[src/glb_reg_pkg.sv]
// APB register map of the tile: widths, register addresses, field offsets, control bits
package glb_reg_pkg;

    localparam int APB_ADDR_WIDTH = 6;
    localparam int APB_DATA_WIDTH = 32;

    // Byte addresses, one register per 32-bit word
    localparam int REG_TILE_CTRL   = 'h00;
    localparam int REG_ST_HDR_BASE = 'h04;
    localparam int REG_LD_HDR_BASE = 'h20;
    localparam int REG_HDR_STRIDE  = 'h10;

    // Offsets inside one header
    localparam int OFS_VALIDATE   = 'h0;
    localparam int OFS_START_ADDR = 'h4;
    localparam int OFS_NUM_WORDS  = 'h8;
    localparam int OFS_RANGE      = 'h8;
    localparam int OFS_STRIDE     = 'hC;

    // TILE_CTRL bits
    localparam int CTRL_ST_EN_BIT = 0;
    localparam int CTRL_LD_EN_BIT = 1;

endpackage

[src/glb_mem_pkg.sv]
// Bank geometry, data width, queue and FIFO sizes, DMA header structs
package glb_mem_pkg;

    localparam int DATA_WIDTH      = 16;
    localparam int BANK_ADDR_WIDTH = 10;
    localparam int BANK_DEPTH      = 1 << BANK_ADDR_WIDTH;

    // Header slots per direction, kept a power of two so slot pointers wrap
    localparam int QUEUE_DEPTH     = 2;
    localparam int QUEUE_PTR_WIDTH = $clog2(QUEUE_DEPTH);

    localparam int NUM_WORDS_WIDTH = 11;
    localparam int STRIDE_WIDTH    = 8;

    // Load return FIFO, also the limit on reads in flight plus queued words
    localparam int LD_FIFO_DEPTH   = 2;
    localparam int LD_PTR_WIDTH    = $clog2(LD_FIFO_DEPTH);
    localparam int LD_CNT_WIDTH    = $clog2(LD_FIFO_DEPTH + 1);

    typedef struct packed {
        logic                       valid;
        logic [BANK_ADDR_WIDTH-1:0] start_addr;
        logic [NUM_WORDS_WIDTH-1:0] num_words;
    } dma_st_header_t;

    // One loop level: range words spaced stride apart
    typedef struct packed {
        logic                       valid;
        logic [BANK_ADDR_WIDTH-1:0] start_addr;
        logic [NUM_WORDS_WIDTH-1:0] range;
        logic [STRIDE_WIDTH-1:0]    stride;
    } dma_ld_header_t;

endpackage
[src/glb_tile_cfg.sv]
// Module glb_tile_cfg: APB register file holding tile control and DMA headers
`timescale 1ns/1ps

module glb_tile_cfg (
    input  logic                                  clk,
    input  logic                                  arst_n,
    input  logic                                  psel,
    input  logic                                  penable,
    input  logic                                  pwrite,
    input  logic [glb_reg_pkg::APB_ADDR_WIDTH-1:0] paddr,
    input  logic [glb_reg_pkg::APB_DATA_WIDTH-1:0] pwdata,
    input  logic                                  st_invalidate_pulse [glb_mem_pkg::QUEUE_DEPTH],
    input  logic                                  ld_invalidate_pulse [glb_mem_pkg::QUEUE_DEPTH],
    output logic [glb_reg_pkg::APB_DATA_WIDTH-1:0] prdata,
    output logic                                  pready,
    output logic                                  pslverr,
    output logic                                  st_dma_en,
    output logic                                  ld_dma_en,
    output glb_mem_pkg::dma_st_header_t           st_dma_header [glb_mem_pkg::QUEUE_DEPTH],
    output glb_mem_pkg::dma_ld_header_t           ld_dma_header [glb_mem_pkg::QUEUE_DEPTH]
);
    import glb_mem_pkg::*;
    import glb_reg_pkg::*;

    logic wr_en;
    logic reg_hit;

    function automatic logic [APB_ADDR_WIDTH-1:0] hdr_addr(input int base, input int slot,
                                                            input int ofs);
        return APB_ADDR_WIDTH'(base + slot * REG_HDR_STRIDE + ofs);
    endfunction

    // No wait states
    assign pready  = 1'b1;
    assign wr_en   = psel && penable && pwrite;
    assign pslverr = psel && penable && !reg_hit;

    // Read mux, shows valid bits as cleared by the DMAs
    always_comb begin
        prdata  = '0;
        reg_hit = 1'b0;
        if (paddr == APB_ADDR_WIDTH'(REG_TILE_CTRL)) begin
            reg_hit                = 1'b1;
            prdata[CTRL_ST_EN_BIT] = st_dma_en;
            prdata[CTRL_LD_EN_BIT] = ld_dma_en;
        end
        for (int q = 0; q < QUEUE_DEPTH; q++) begin
            if (paddr == hdr_addr(REG_ST_HDR_BASE, q, OFS_VALIDATE)) begin
                reg_hit   = 1'b1;
                prdata[0] = st_dma_header[q].valid;
            end
            if (paddr == hdr_addr(REG_ST_HDR_BASE, q, OFS_START_ADDR)) begin
                reg_hit                         = 1'b1;
                prdata[BANK_ADDR_WIDTH-1:0]     = st_dma_header[q].start_addr;
            end
            if (paddr == hdr_addr(REG_ST_HDR_BASE, q, OFS_NUM_WORDS)) begin
                reg_hit                         = 1'b1;
                prdata[NUM_WORDS_WIDTH-1:0]     = st_dma_header[q].num_words;
            end
            if (paddr == hdr_addr(REG_LD_HDR_BASE, q, OFS_VALIDATE)) begin
                reg_hit   = 1'b1;
                prdata[0] = ld_dma_header[q].valid;
            end
            if (paddr == hdr_addr(REG_LD_HDR_BASE, q, OFS_START_ADDR)) begin
                reg_hit                         = 1'b1;
                prdata[BANK_ADDR_WIDTH-1:0]     = ld_dma_header[q].start_addr;
            end
            if (paddr == hdr_addr(REG_LD_HDR_BASE, q, OFS_RANGE)) begin
                reg_hit                         = 1'b1;
                prdata[NUM_WORDS_WIDTH-1:0]     = ld_dma_header[q].range;
            end
            if (paddr == hdr_addr(REG_LD_HDR_BASE, q, OFS_STRIDE)) begin
                reg_hit                         = 1'b1;
                prdata[STRIDE_WIDTH-1:0]        = ld_dma_header[q].stride;
            end
        end
    end

    always_ff @(posedge clk or negedge arst_n) begin
        if (!arst_n) begin
            st_dma_en <= 1'b0;
            ld_dma_en <= 1'b0;
            for (int q = 0; q < QUEUE_DEPTH; q++) begin
                st_dma_header[q] <= '0;
                ld_dma_header[q] <= '0;
            end
        end else begin
            // Hardware clear comes first, a software write in the same cycle wins
            for (int q = 0; q < QUEUE_DEPTH; q++) begin
                if (st_invalidate_pulse[q])
                    st_dma_header[q].valid <= 1'b0;
                if (ld_invalidate_pulse[q])
                    ld_dma_header[q].valid <= 1'b0;
            end
            if (wr_en) begin
                if (paddr == APB_ADDR_WIDTH'(REG_TILE_CTRL)) begin
                    st_dma_en <= pwdata[CTRL_ST_EN_BIT];
                    ld_dma_en <= pwdata[CTRL_LD_EN_BIT];
                end
                for (int q = 0; q < QUEUE_DEPTH; q++) begin
                    if (paddr == hdr_addr(REG_ST_HDR_BASE, q, OFS_VALIDATE))
                        st_dma_header[q].valid <= pwdata[0];
                    if (paddr == hdr_addr(REG_ST_HDR_BASE, q, OFS_START_ADDR))
                        st_dma_header[q].start_addr <= pwdata[BANK_ADDR_WIDTH-1:0];
                    if (paddr == hdr_addr(REG_ST_HDR_BASE, q, OFS_NUM_WORDS))
                        st_dma_header[q].num_words <= pwdata[NUM_WORDS_WIDTH-1:0];
                    if (paddr == hdr_addr(REG_LD_HDR_BASE, q, OFS_VALIDATE))
                        ld_dma_header[q].valid <= pwdata[0];
                    if (paddr == hdr_addr(REG_LD_HDR_BASE, q, OFS_START_ADDR))
                        ld_dma_header[q].start_addr <= pwdata[BANK_ADDR_WIDTH-1:0];
                    if (paddr == hdr_addr(REG_LD_HDR_BASE, q, OFS_RANGE))
                        ld_dma_header[q].range <= pwdata[NUM_WORDS_WIDTH-1:0];
                    if (paddr == hdr_addr(REG_LD_HDR_BASE, q, OFS_STRIDE))
                        ld_dma_header[q].stride <= pwdata[STRIDE_WIDTH-1:0];
                end
            end
        end
    end

    // Each DMA clears a slot with a single-cycle pulse
    for (genvar q = 0; q < QUEUE_DEPTH; q++) begin : g_pulse_chk
        assert property (@(posedge clk) disable iff (!arst_n)
            (st_invalidate_pulse[q] |=> !st_invalidate_pulse[q]) and
            (ld_invalidate_pulse[q] |=> !ld_invalidate_pulse[q]))
            else $error("invalidate pulse on slot %0d longer than one cycle", q);
    end

endmodule

[config.mk]
export PLATFORM = sky130hd
export DESIGN_NAME = glb_tile_cfg
export DESIGN_NICKNAME = d
export VERILOG_FILES = /design/src/glb_reg_pkg.sv /design/src/glb_mem_pkg.sv /design/src/glb_tile_cfg.sv
export SDC_FILE = /design/constraint.sdc
export NUM_CORES = 1
export LEC_CHECK = 0
export BUFFER_PORTS_ARGS = -buffer_cell sky130_fd_sc_hd__buf_4
export CORE_AREA = 2 2 136 138
export CTS_CLUSTER_DIAMETER = 200
export DETAILED_ROUTE_END_ITERATION = 8
export DIE_AREA = 0 0 138 140
export PLACE_DENSITY = 0.56
export RECOVER_POWER = 25
export SKIP_LAST_GASP = 1
export SLEW_MARGIN = 40
export SYNTH_ARGS = -nofsm -noshare
export SYNTH_HDL_FRONTEND = slang
export SYNTH_SLANG_ARGS = --single-unit
[constraint.sdc]
create_clock -name clk -period 2.89 [get_ports clk]
set_clock_uncertainty 0.05 [all_clocks]
set_input_delay 0.4335 -clock clk [delete_from_list [all_inputs] [get_ports clk]]
set_output_delay 0.4335 -clock clk [all_outputs]
set_load 0.01 [all_outputs]
# Word level (Yosys, flattened, before mapping)
# Cells that the tools add are included.
[op_classes] add_sub_neg=0 mul=0 n_div=0 n_lt_le_gt_ge=0 n_eq_ne=14 shift=0 muxes=50 bitwise_logic=0 reduce_logical=16
[op_table] operator="two-way mux 11 bit" count=8
[op_table] operator="two-way mux 10 bit" count=8
[op_table] operator="two-way mux 60 bit" count=1
[op_table] operator="== test 6 bit, second input constant" count=8
[op_table] operator="two-way mux 44 bit" count=1
[op_table] operator="two-way mux 8 bit" count=4
[op_table] operator="two-way mux 1 bit" count=27
[op_table] operator="AND reduction 2 bit" count=11
[op_table] operator="== test 6 x 5 -> 1 bit, second input constant" count=3
[op_table] operator="== test 6 x 4 -> 1 bit, second input constant" count=2
[op_table] operator="== test 6 x 3 -> 1 bit, second input constant" count=1
[op_table] operator="zero test 6 bit" count=1
[op_table] operator="logical AND 1 bit" count=3
[op_table] operator="two-way mux 2 bit" count=1
[op_table] operator="zero test 1 bit" count=1
[totals] reg_bits=106 latchBits=0 ram_bits=0 rom_bits=0 out_inout_bits=140 word_cells=96 memories=0

# Longest topological paths before layout
# Gate-level depths: netlist of the first run.
[logic_depth] ltp_word=18 mapped_depth=7 depth_no_buf=5

# Worst setup path after synthesis of the first run
# Ideal clock, no wire load.
[synth_path] path_kind="input -> output" startpoint="in paddr[3] in the netlist's numbering" endpoint="out prdata[9] in the netlist's numbering" arrival_ns=1.983 path_slack_ns=0.424 path_stages=6 n_path_buf=1 cell_sequence="clkbuf_2 > or4b_4 > nor3_2 > a211o_1 > a211oi_1 > o31ai_1"
[synth_via] elab_chain_cells=9 word_cells_on_any_way=16
[synth_rtl] element="start, declared" line_no="glb_tile_cfg.sv:10" text="input logic [glb_reg_pkg::APB_ADDR_WIDTH-1:0] paddr,"
[synth_rtl] element="== test 6 x 4 -> 1 bit" line_no="glb_tile_cfg.sv:52" text="if (paddr == hdr_addr(REG_ST_HDR_BASE, q, OFS_START_ADDR)) begin"
[synth_rtl] element="two-way mux 10 bit" line_no="glb_tile_cfg.sv:52"
[synth_rtl] element="two-way mux 11 bit" line_no="glb_tile_cfg.sv:56" text="if (paddr == hdr_addr(REG_ST_HDR_BASE, q, OFS_NUM_WORDS)) begin"
[synth_rtl] element="two-way mux 10 bit" line_no="glb_tile_cfg.sv:64" text="if (paddr == hdr_addr(REG_LD_HDR_BASE, q, OFS_START_ADDR)) begin"
[synth_rtl] element="two-way mux 11 bit" line_no="glb_tile_cfg.sv:68" text="if (paddr == hdr_addr(REG_LD_HDR_BASE, q, OFS_RANGE)) begin"
[synth_rtl] element="two-way mux 10 bit" line_no="glb_tile_cfg.sv:52"
[synth_rtl] element="two-way mux 11 bit" line_no="glb_tile_cfg.sv:56"
[synth_rtl] element="two-way mux 10 bit" line_no="glb_tile_cfg.sv:64"
[synth_rtl] element="two-way mux 11 bit (*)" line_no="glb_tile_cfg.sv:68"
[synth_rtl] element="end, declared" line_no="glb_tile_cfg.sv:14" text="output logic [glb_reg_pkg::APB_DATA_WIDTH-1:0] prdata,"
# Every way passes the cells marked *; elsewhere a longest branch is shown, timed or not.

# Worst setup path after layout of the first run
[layout_path] startpoint="in paddr[1] in the netlist's numbering" endpoint="out prdata[9] in the netlist's numbering"
# The elaborated chain is that of the path after synthesis.

==> metrics.log, run 1 <==
INFO  metric die_x = 138 um
INFO  metric synthTopCellsByCount = 106 x dfrtp_1, 102 x mux2_2, 27 x nand2_1
INFO  metric gp_congestion = 0.8244
INFO  metric clk_tree_root_cell = clkbuf_16
INFO  metric ctsHoldBuffers = 0
INFO  metric die_area = 19320 um2
INFO  metric timing_hold_violations_final = 0
INFO  metric synth.yosys.seq_area_share = 50.06%
INFO  metric synth_compound_area_share = 10.67%
INFO  metric clkLatencyLatePin = 0.35 ns
INFO  metric crit_path_start_kind = input port
INFO  metric antennaDiodeCount = 0
INFO  metric setup_total_negative_slack = 0 ns
INFO  metric count_leader_synth = dfrtp_1
INFO  metric vias_per_cell = 5.198
INFO  metric drc_violation_count_after_routing = 0
INFO  metric maximum_number_of_pins_on_one_net_before_global_route_repair = 56
INFO  metric groute.usage.overall = 18.78%
INFO  metric post-cts-setup-buffer-count = 0
INFO  metric fill_cells = 1761
INFO  metric yosys.area_share.simple = 10.51%
INFO  metric timing.critical_path.required = 2.41 ns
INFO  metric period_share = 93.40%
INFO  metric synth_seq_cells = 106
INFO  metric synth-xor-area-share = 0%
INFO  metric routed-via-count = 4382
INFO  metric floorplan.initialDensity = 29.80%
INFO  metric highest_utilization_routing_layer_at_the_global_route_stage = met2
INFO  metric synth_top_cells_by_area = dfrtp_1 50%, mux2_2 22%, buf_4 3.5%, nand2_1 1.9%, nor2_1 1.5%
INFO  metric first_global_vias = 4431
INFO  metric fp.coreArea = 17780 um2
INFO  metric synth_flop_cell = dfrtp_1
INFO  metric cts-root-to-sink-buffers = 2
INFO  metric number_of_synthesized_flops_with_an_enable_pin = 0
INFO  metric post-synth-top-area-cell = dfrtp_1
INFO  metric core.rowCount = 49
INFO  metric grt.overflow.total = 0
INFO  metric final_layout_size_suffix_gt1_share = 51.79%
INFO  metric final_cells = 843
INFO  metric max_slew.worst_pin.slew = 1.452 ns
INFO  metric num_io_pins = 187
INFO  metric run_status = complete, no violations
INFO  metric crit_path_max_fanout = 7
INFO  metric synthToLayoutAreaGrowth = 32.59%
INFO  metric ir_drop_worst_vdd = 0.2910 mV
INFO  metric worst-setup-path-type = input port to primary output
INFO  metric end_kind = primary output
INFO  metric antenna_found_initial = 0
INFO  metric wl_per_cell = 21.63 um
INFO  metric met2_usage = 28.66%
INFO  metric relSlewSlack = 3.215%
INFO  metric synth_cells = 442
INFO  metric gr-usage-met1 = 25.92%
INFO  metric grt_first_pass_wirelength = 27520 um
INFO  metric path_clk_slew = 0.07 ns
INFO  metric power_per_standard_cell_area = 457.3 nW/um2
INFO  metric cts_buffers = 9
INFO  metric detailed_route_iter0_violations = 288
INFO  metric synthAdderAreaFrac = 0%
INFO  metric finish.net_count = 657
INFO  metric period_needed = 2.699 ns
INFO  metric io_buffers = 143
INFO  metric final_max_slew_viol_count = 0
INFO  metric grt_setup_unrepaired = false
INFO  metric drtAntennaViolNets = 0
INFO  metric clock_sink_count = 106
INFO  metric dp.final_hpwl = 13590 um
INFO  metric ys_warnings = 0
INFO  metric worstHoldPathType = input port to register
INFO  metric asyncSetResetFlopFracSynth = 100.0%
INFO  metric tritoncts_clock_tree = done
INFO  metric synth.distinct_cells = 59
INFO  metric max_cap_violations = 0
INFO  metric drt_wl_total = 18230 um
INFO  metric drt_pass1_iterations = 7
INFO  metric synth.cell_area = 5299 um2
INFO  metric synthesized_area_per_cell = 11.99 um2
INFO  metric synth_top_area_share = 50.06%
INFO  metric synthMuxAreaShare = 22.86%
INFO  metric met3_resource_use_gr = 5.231%
INFO  metric synth_top_family_by_area = multiplexers
INFO  metric die-height = 140 um
INFO  metric ctsResizeCount = 0
INFO  metric cp_data_arrival_time = 2.22 ns
INFO  metric fmax = 0.3705 GHz
INFO  metric count_of_placed_standard_cells_including_taps = 828
INFO  metric htree_levels = 3
INFO  metric setup_violations = 0
INFO  metric cellLeakagePower = 3.545 nW
-- cell type report --
class / instances / area [um2] / area share, %
flip-flops and latches: 106 / 2653 / 37.76
multi-input cells: 304 / 2416 / 34.39
repair buffers: 185 / 1384 / 19.70
well taps: 229 / 286.5 / 4.078
clock buffers: 12 / 256.5 / 3.651
clock inverters: 3 / 15.01 / 0.2137
inverters: 4 / 15.01 / 0.2137
-- where the power goes --
group          leakage, nW  total (mW)  switching, mW  internal (mW)
registers             1.46        1.62         0.0642           1.55
clock network        0.138        1.16          0.541          0.623
logic                 1.95       0.432          0.231          0.201
total                 3.54        3.21          0.836           2.38
-- metal layers --
layer / wire length [um] / part of all wire, % / vias up
li1: - / - / 1931
met1: 8184 / 45 / 2250
met2: 8287 / 45 / 178
met3: 1409 / 7.7 / 23
met4: 353 / 1.9 / 0
met5: 0 / 0 / -
-- cells by family after synthesis --
group / after synthesis
mux: 107
flops: 106
simple gates: 98
compound gates: 77
buf+inv: 52
other cells: 2
-- registers in the layout, summed over array words and instances, names as in the netlist --
name,flops
ld_dma_header,60
st_dma_en,1
st_dma_header,44
ld_dma_en,1
-- layout by cell type, fill, tap and decap left out, drive strengths merged, types with 4 or more instances in the layout --
cell / n
a21oi: 6
a31oi: 4
conb: 22
dfrtp: 106
clkbuf: 13
nand3b: 4
a22oi: 10
nor3: 10
o22ai: 7
or3: 5
a221oi: 6
o21ai: 11
nand2: 29
nor2: 23
inv: 4
mux2i: 4
buf: 184
mux2: 102
nand3: 8
o2111ai: 7
-- stage by stage --
| stage | setup slack (ns) | total power, mW | hold WS [ns] | instance area, um2 | utilization, % |
|---|---|---|---|---|---|
| 2_1_floorplan | 0.4240 | 1.844 | 0.08791 | 5374 | - |
| 3_3_place_gp | 0.2334 | 2.074 | 0.4701 | 6771 | 38.09 |
| 3_5_place_dp | 0.2151 | 2.083 | 0.4730 | 6771 | 38.09 |
| 4_1_cts | 0.2113 | 3.239 | 0.1181 | 7043 | 39.61 |
| 5_1_grt | 0.06748 | 3.330 | 0.2926 | 7025 | 39.51 |
| 6_report | 0.1909 | 3.213 | 0.2752 | 7025 | 39.51 |
-- path summary, 6_finish.rpt --
check                                       start                 to  slack (ns)  cells after the start
max                                      paddr[1]          prdata[9]        0.19                      8
min                        ld_invalidate_pulse[0]  ld_dma_header[29]        0.28                      3
max reg2reg                     ld_dma_header[30]  ld_dma_header[30]        2.02                      1
min reg2reg                     ld_dma_header[56]  ld_dma_header[56]        0.49                      1
max in group asynchronous                  arst_n  st_dma_header[20]        0.57                      2
min in group asynchronous                  arst_n  ld_dma_header[33]        0.37                      1
-- worst max-delay path, stage by stage --
cell and delay [ns]:
buf_4 0.14, or4b_4 0.58, nor3_4 0.17, buf_4 0.21, o2bb2ai_1 0.13, a211oi_1 0.06, o31ai_1 0.32, buf_4 0.18
Power figures use the tool's default switching activity.
==> run 2: changes to the inputs <==
--- a/config.mk
+++ b/config.mk
@@ -5,12 +5,13 @@
 export SDC_FILE = /design/constraint.sdc
 export NUM_CORES = 1
 export LEC_CHECK = 0
+export ABC_AREA = 1
 export BUFFER_PORTS_ARGS = -buffer_cell sky130_fd_sc_hd__buf_4
-export CORE_AREA = 2 2 136 138
+export CORE_AREA = 2 2 131 133
 export CTS_CLUSTER_DIAMETER = 200
 export DETAILED_ROUTE_END_ITERATION = 8
-export DIE_AREA = 0 0 138 140
-export PLACE_DENSITY = 0.56
+export DIE_AREA = 0 0 133 135
+export MAX_ROUTING_LAYER = met4
 export RECOVER_POWER = 25
 export SKIP_LAST_GASP = 1
 export SLEW_MARGIN = 40
==> metrics.log, run 2 <==
INFO  metric htree_levels = 3 (unchanged)
INFO  metric drc_violation_count_after_routing = 0 (unchanged)
INFO  metric gp_congestion = 0.7939 (-3.7%)
INFO  metric timing.critical_path.from = paddr[1]
INFO  metric worst_r2r_path_depth = 2 (+1)
INFO  metric timing.critical_path.to = prdata[6]
INFO  metric ys_warnings = 0 (unchanged)
INFO  metric cp_data_arrival_time = 1.99 ns (-0.23 ns)
INFO  metric power_per_standard_cell_area = 480.4 nW/um2 (+5.0%)
INFO  metric num_io_pins = 187 (unchanged)
INFO  metric relSlewSlack = -41.54% (-45 points)
INFO  metric fill_cells = 1736 (-1.4%)
INFO  metric drt_pass1_iterations = 4 (-3)
INFO  metric routed-via-count = 4288 (-2.1%)
INFO  metric synth.cell_area = 4915 um2 (-7.2%)
INFO  metric count_of_placed_standard_cells_including_taps = 932 (+13%)
INFO  metric first_global_vias = 3965 (-11%)
INFO  metric grt.overflow.total = 0 (unchanged)
INFO  metric synth_top_area_share = 53.97% (+3.9 points)
INFO  metric synth.yosys.seq_area_share = 53.97% (+3.9 points)
INFO  metric asyncSetResetFlopFracSynth = 100.0% (unchanged)
INFO  metric die_area = 17960 um2 (-7.1%)
INFO  metric cts-root-to-sink-buffers = 2 (unchanged)
INFO  metric synthToLayoutAreaGrowth = 29.63%
INFO  metric period_needed = 2.470 ns (-0.2290 ns)
INFO  metric fmax = 0.4048 GHz (+9.3%)
INFO  metric final_max_slew_viol_count = 37 (+37)
INFO  metric end_of_the_worst_register_to_register_path = st_dma_header[1]
INFO  metric clk_tree_root_cell = clkbuf_16
INFO  metric cts_buffers = 9 (unchanged)
INFO  metric failing_checks = max-capacitance violations, max-slew violations
INFO  metric final_cells = 945 (+12%)
INFO  metric synth_flop_cell = dfrtp_1
INFO  metric drtAntennaViolNets = 0 (unchanged)
INFO  metric synthesized_area_per_cell = 8.358 um2 (-30%)
INFO  metric dp.final_hpwl = 11120 um (-18%)
INFO  metric synthTopCellsByCount = 202 x nand2_1, 106 x dfrtp_1, 98 x o21ai_0
INFO  metric grt_setup_unrepaired = false
INFO  metric period_share = 85.47% (-7.9 points)
INFO  metric run_status = finished, violations left
INFO  metric ctsResizeCount = 0 (unchanged)
INFO  metric antennaDiodeCount = 0 (unchanged)
INFO  metric die_x = 133 um (-3.6%)
INFO  metric worst-setup-path-type = input port to primary output
INFO  metric synth_cells = 588 (+33%)
INFO  metric groute.usage.overall = 17.25% (-1.5 points)
INFO  metric antenna_found_initial = 0 (unchanged)
INFO  metric setup_total_negative_slack = 0 ns (unchanged)
INFO  metric r2r-start = st_dma_header[1]
INFO  metric cellLeakagePower = 3.239 nW (-8.6%)
INFO  metric final_layout_size_suffix_gt1_share = 25.93% (-26 points)
INFO  metric post-synth-top-area-cell = dfrtp_1
INFO  metric drt_wl_total = 14900 um (-18%)
INFO  metric fin_hold_ws = 0.2998 ns (+0.02457 ns)
INFO  metric number_of_synthesized_flops_with_an_enable_pin = 0 (unchanged)
INFO  metric die-height = 135 um (-3.6%)
INFO  metric maximum_number_of_pins_on_one_net_before_global_route_repair = 45 (-20%)
INFO  metric post-cts-setup-buffer-count = 0 (unchanged)
INFO  metric ctsHoldBuffers = 0 (unchanged)
INFO  metric finish.net_count = 770 (+17%)
INFO  metric largest_register_ff_count = 60 (unchanged)
INFO  metric fp.coreArea = 16410 um2 (-7.7%)
INFO  metric vias_per_cell = 4.538 (-13%)
INFO  metric core.rowCount = 47 (-4.1%)
INFO  metric crit_path_max_fanout = 12 (+5)
INFO  metric synth.distinct_cells = 30 (-49%)
INFO  metric synth_top_cells_by_area = dfrtp_1 54%, nand2_1 15%, o21ai_0 10%, buf_4 3.7%, nand3_1 1.8%
INFO  metric clkLatencyLatePin = 0.34 ns (about the same)
INFO  metric worstHoldPathType = input port to register
INFO  metric ir_drop_worst_vdd = 0.2619 mV (-10%)
INFO  metric wl_per_cell = 15.77 um (-27%)
INFO  metric floorplan.initialDensity = 29.96% (+0.15 points)
INFO  metric path_clk_slew = 0.07 ns (about the same)
INFO  metric most-common-layout-cells = 202 x nand2_1, 149 x buf_4, 106 x dfrtp_1
INFO  metric totalPowerFinal = 3.061 mW (-4.7%)
INFO  metric tritoncts_clock_tree = done
INFO  metric end_kind = primary output
INFO  metric timing_hold_violations_final = 0 (unchanged)
INFO  metric count_leader_synth = nand2_1
INFO  metric grt_first_pass_wirelength = 23120 um (-16%)
INFO  metric io_buffers = 143 (unchanged)
INFO  metric detailed_route_iter0_violations = 239 (-17%)
INFO  metric timing.critical_path.required = 2.41 ns (about the same)
INFO  metric crit_path_start_kind = input port
INFO  metric largest_register = ld_dma_header
INFO  metric layout_top_registers = ld_dma_header x60, st_dma_header x44
INFO  metric synth_seq_cells = 106 (unchanged)
INFO  metric clock_sink_count = 106 (unchanged)
INFO  metric max_cap_violations = 1 (+1)
INFO  metric setup_violations = 0 (unchanged)
INFO  metric setup.reg_to_reg.worst_slack = 2.10 ns (+0.08 ns)
INFO  metric max_slew.worst_pin.slew = 2.123 ns (+0.6713 ns)
INFO  metric most_common_cell_after_layout_fill_and_taps_aside = nand2_1
[run 2: cell types whose count changed after synthesis, moves of 7 or more]
cell       change
a21oi_1       +10
a22oi_1        -8
inv_1         +20
inv_2          +8
mux2_2       -102
nand2_1      +175
nand3_1       +10
nand4_1       +12
nor2_1        -11
o2111ai_1      -7
o21ai_0       +87
o21ai_1       +12
o22ai_1        -7
[run 2: cell type report]
cell class	instances	area (um2)	area share [%]
clock buffers	12	236.5	3.712
clock inverters	1	5.005	0.07855
inverters	33	126.4	1.984
multi-input cells	421	1913	30.03
flip-flops and latches	106	2653	41.63
well taps	220	275.3	4.321
repair buffers	152	1162	18.24
[run 2: metal layers]
layer  up-vias  part of all wire, %  GRT usage [%]
li1       2142                    -              -
met1      2015                   45          22.35
met2       120                   49          27.84
met3        11                  5.1          3.341
met4         0                  1.0          4.659
met5         -                    0              -
[run 2: cell families (layout without fill, tap and decap cells)]
kind of cell	count (synthesis)	in the layout	synth area share, %
compound gates	132	132	13.82
other cells	2	22	0.1528
flops	106	106	53.97
simple gates	267	267	23.42
buf+inv	81	198	8.630
[run 2: how the worst min path moves through the flow]
stage                                       from                end  slack (ns)  cells past startpoint
after floorplan                           arst_n          ld_dma_en        0.09                      0
after detailed placement                  arst_n  ld_dma_header[20]        0.39                      1
after CTS                                 arst_n  ld_dma_header[26]        0.02                      1
final                     ld_invalidate_pulse[1]  ld_dma_header[59]        0.30                      3
after global placement                    arst_n  ld_dma_header[20]        0.39                      1
after global routing      st_invalidate_pulse[1]  st_dma_header[43]        0.31                      3
[run 2: through the flow]
step                util [%]  worst slack, ns  cell area, um2
finish                 38.83           0.4199            6371
global route           38.83           0.1904            6371
CTS                    38.85           0.3369            6375
detailed placement     37.38           0.3366            6133
global placement       37.38           0.3406            6133
floorplan                  -           0.9008            4990
[run 2: critical path, cell delays in order]
cell     delay (ns)
buf_4          0.12
nor2_4         0.22
nand3_2        0.16
nor2_2         0.17
buf_12         0.16
nand2_1        0.06
nand2_1        0.07
a21oi_1        0.05
nand4_1        0.08
o21ai_0        0.10
nand3_1        0.11
a21oi_1        0.06
nand2_1        0.06
buf_4          0.11
[run 2: power breakdown]
group          internal (mW)  switching, mW  total, mW
Sequential              1.55         0.0587       1.61
Clock                  0.571          0.530       1.10
Combinational          0.149          0.200      0.350
Total                   2.27          0.789       3.06
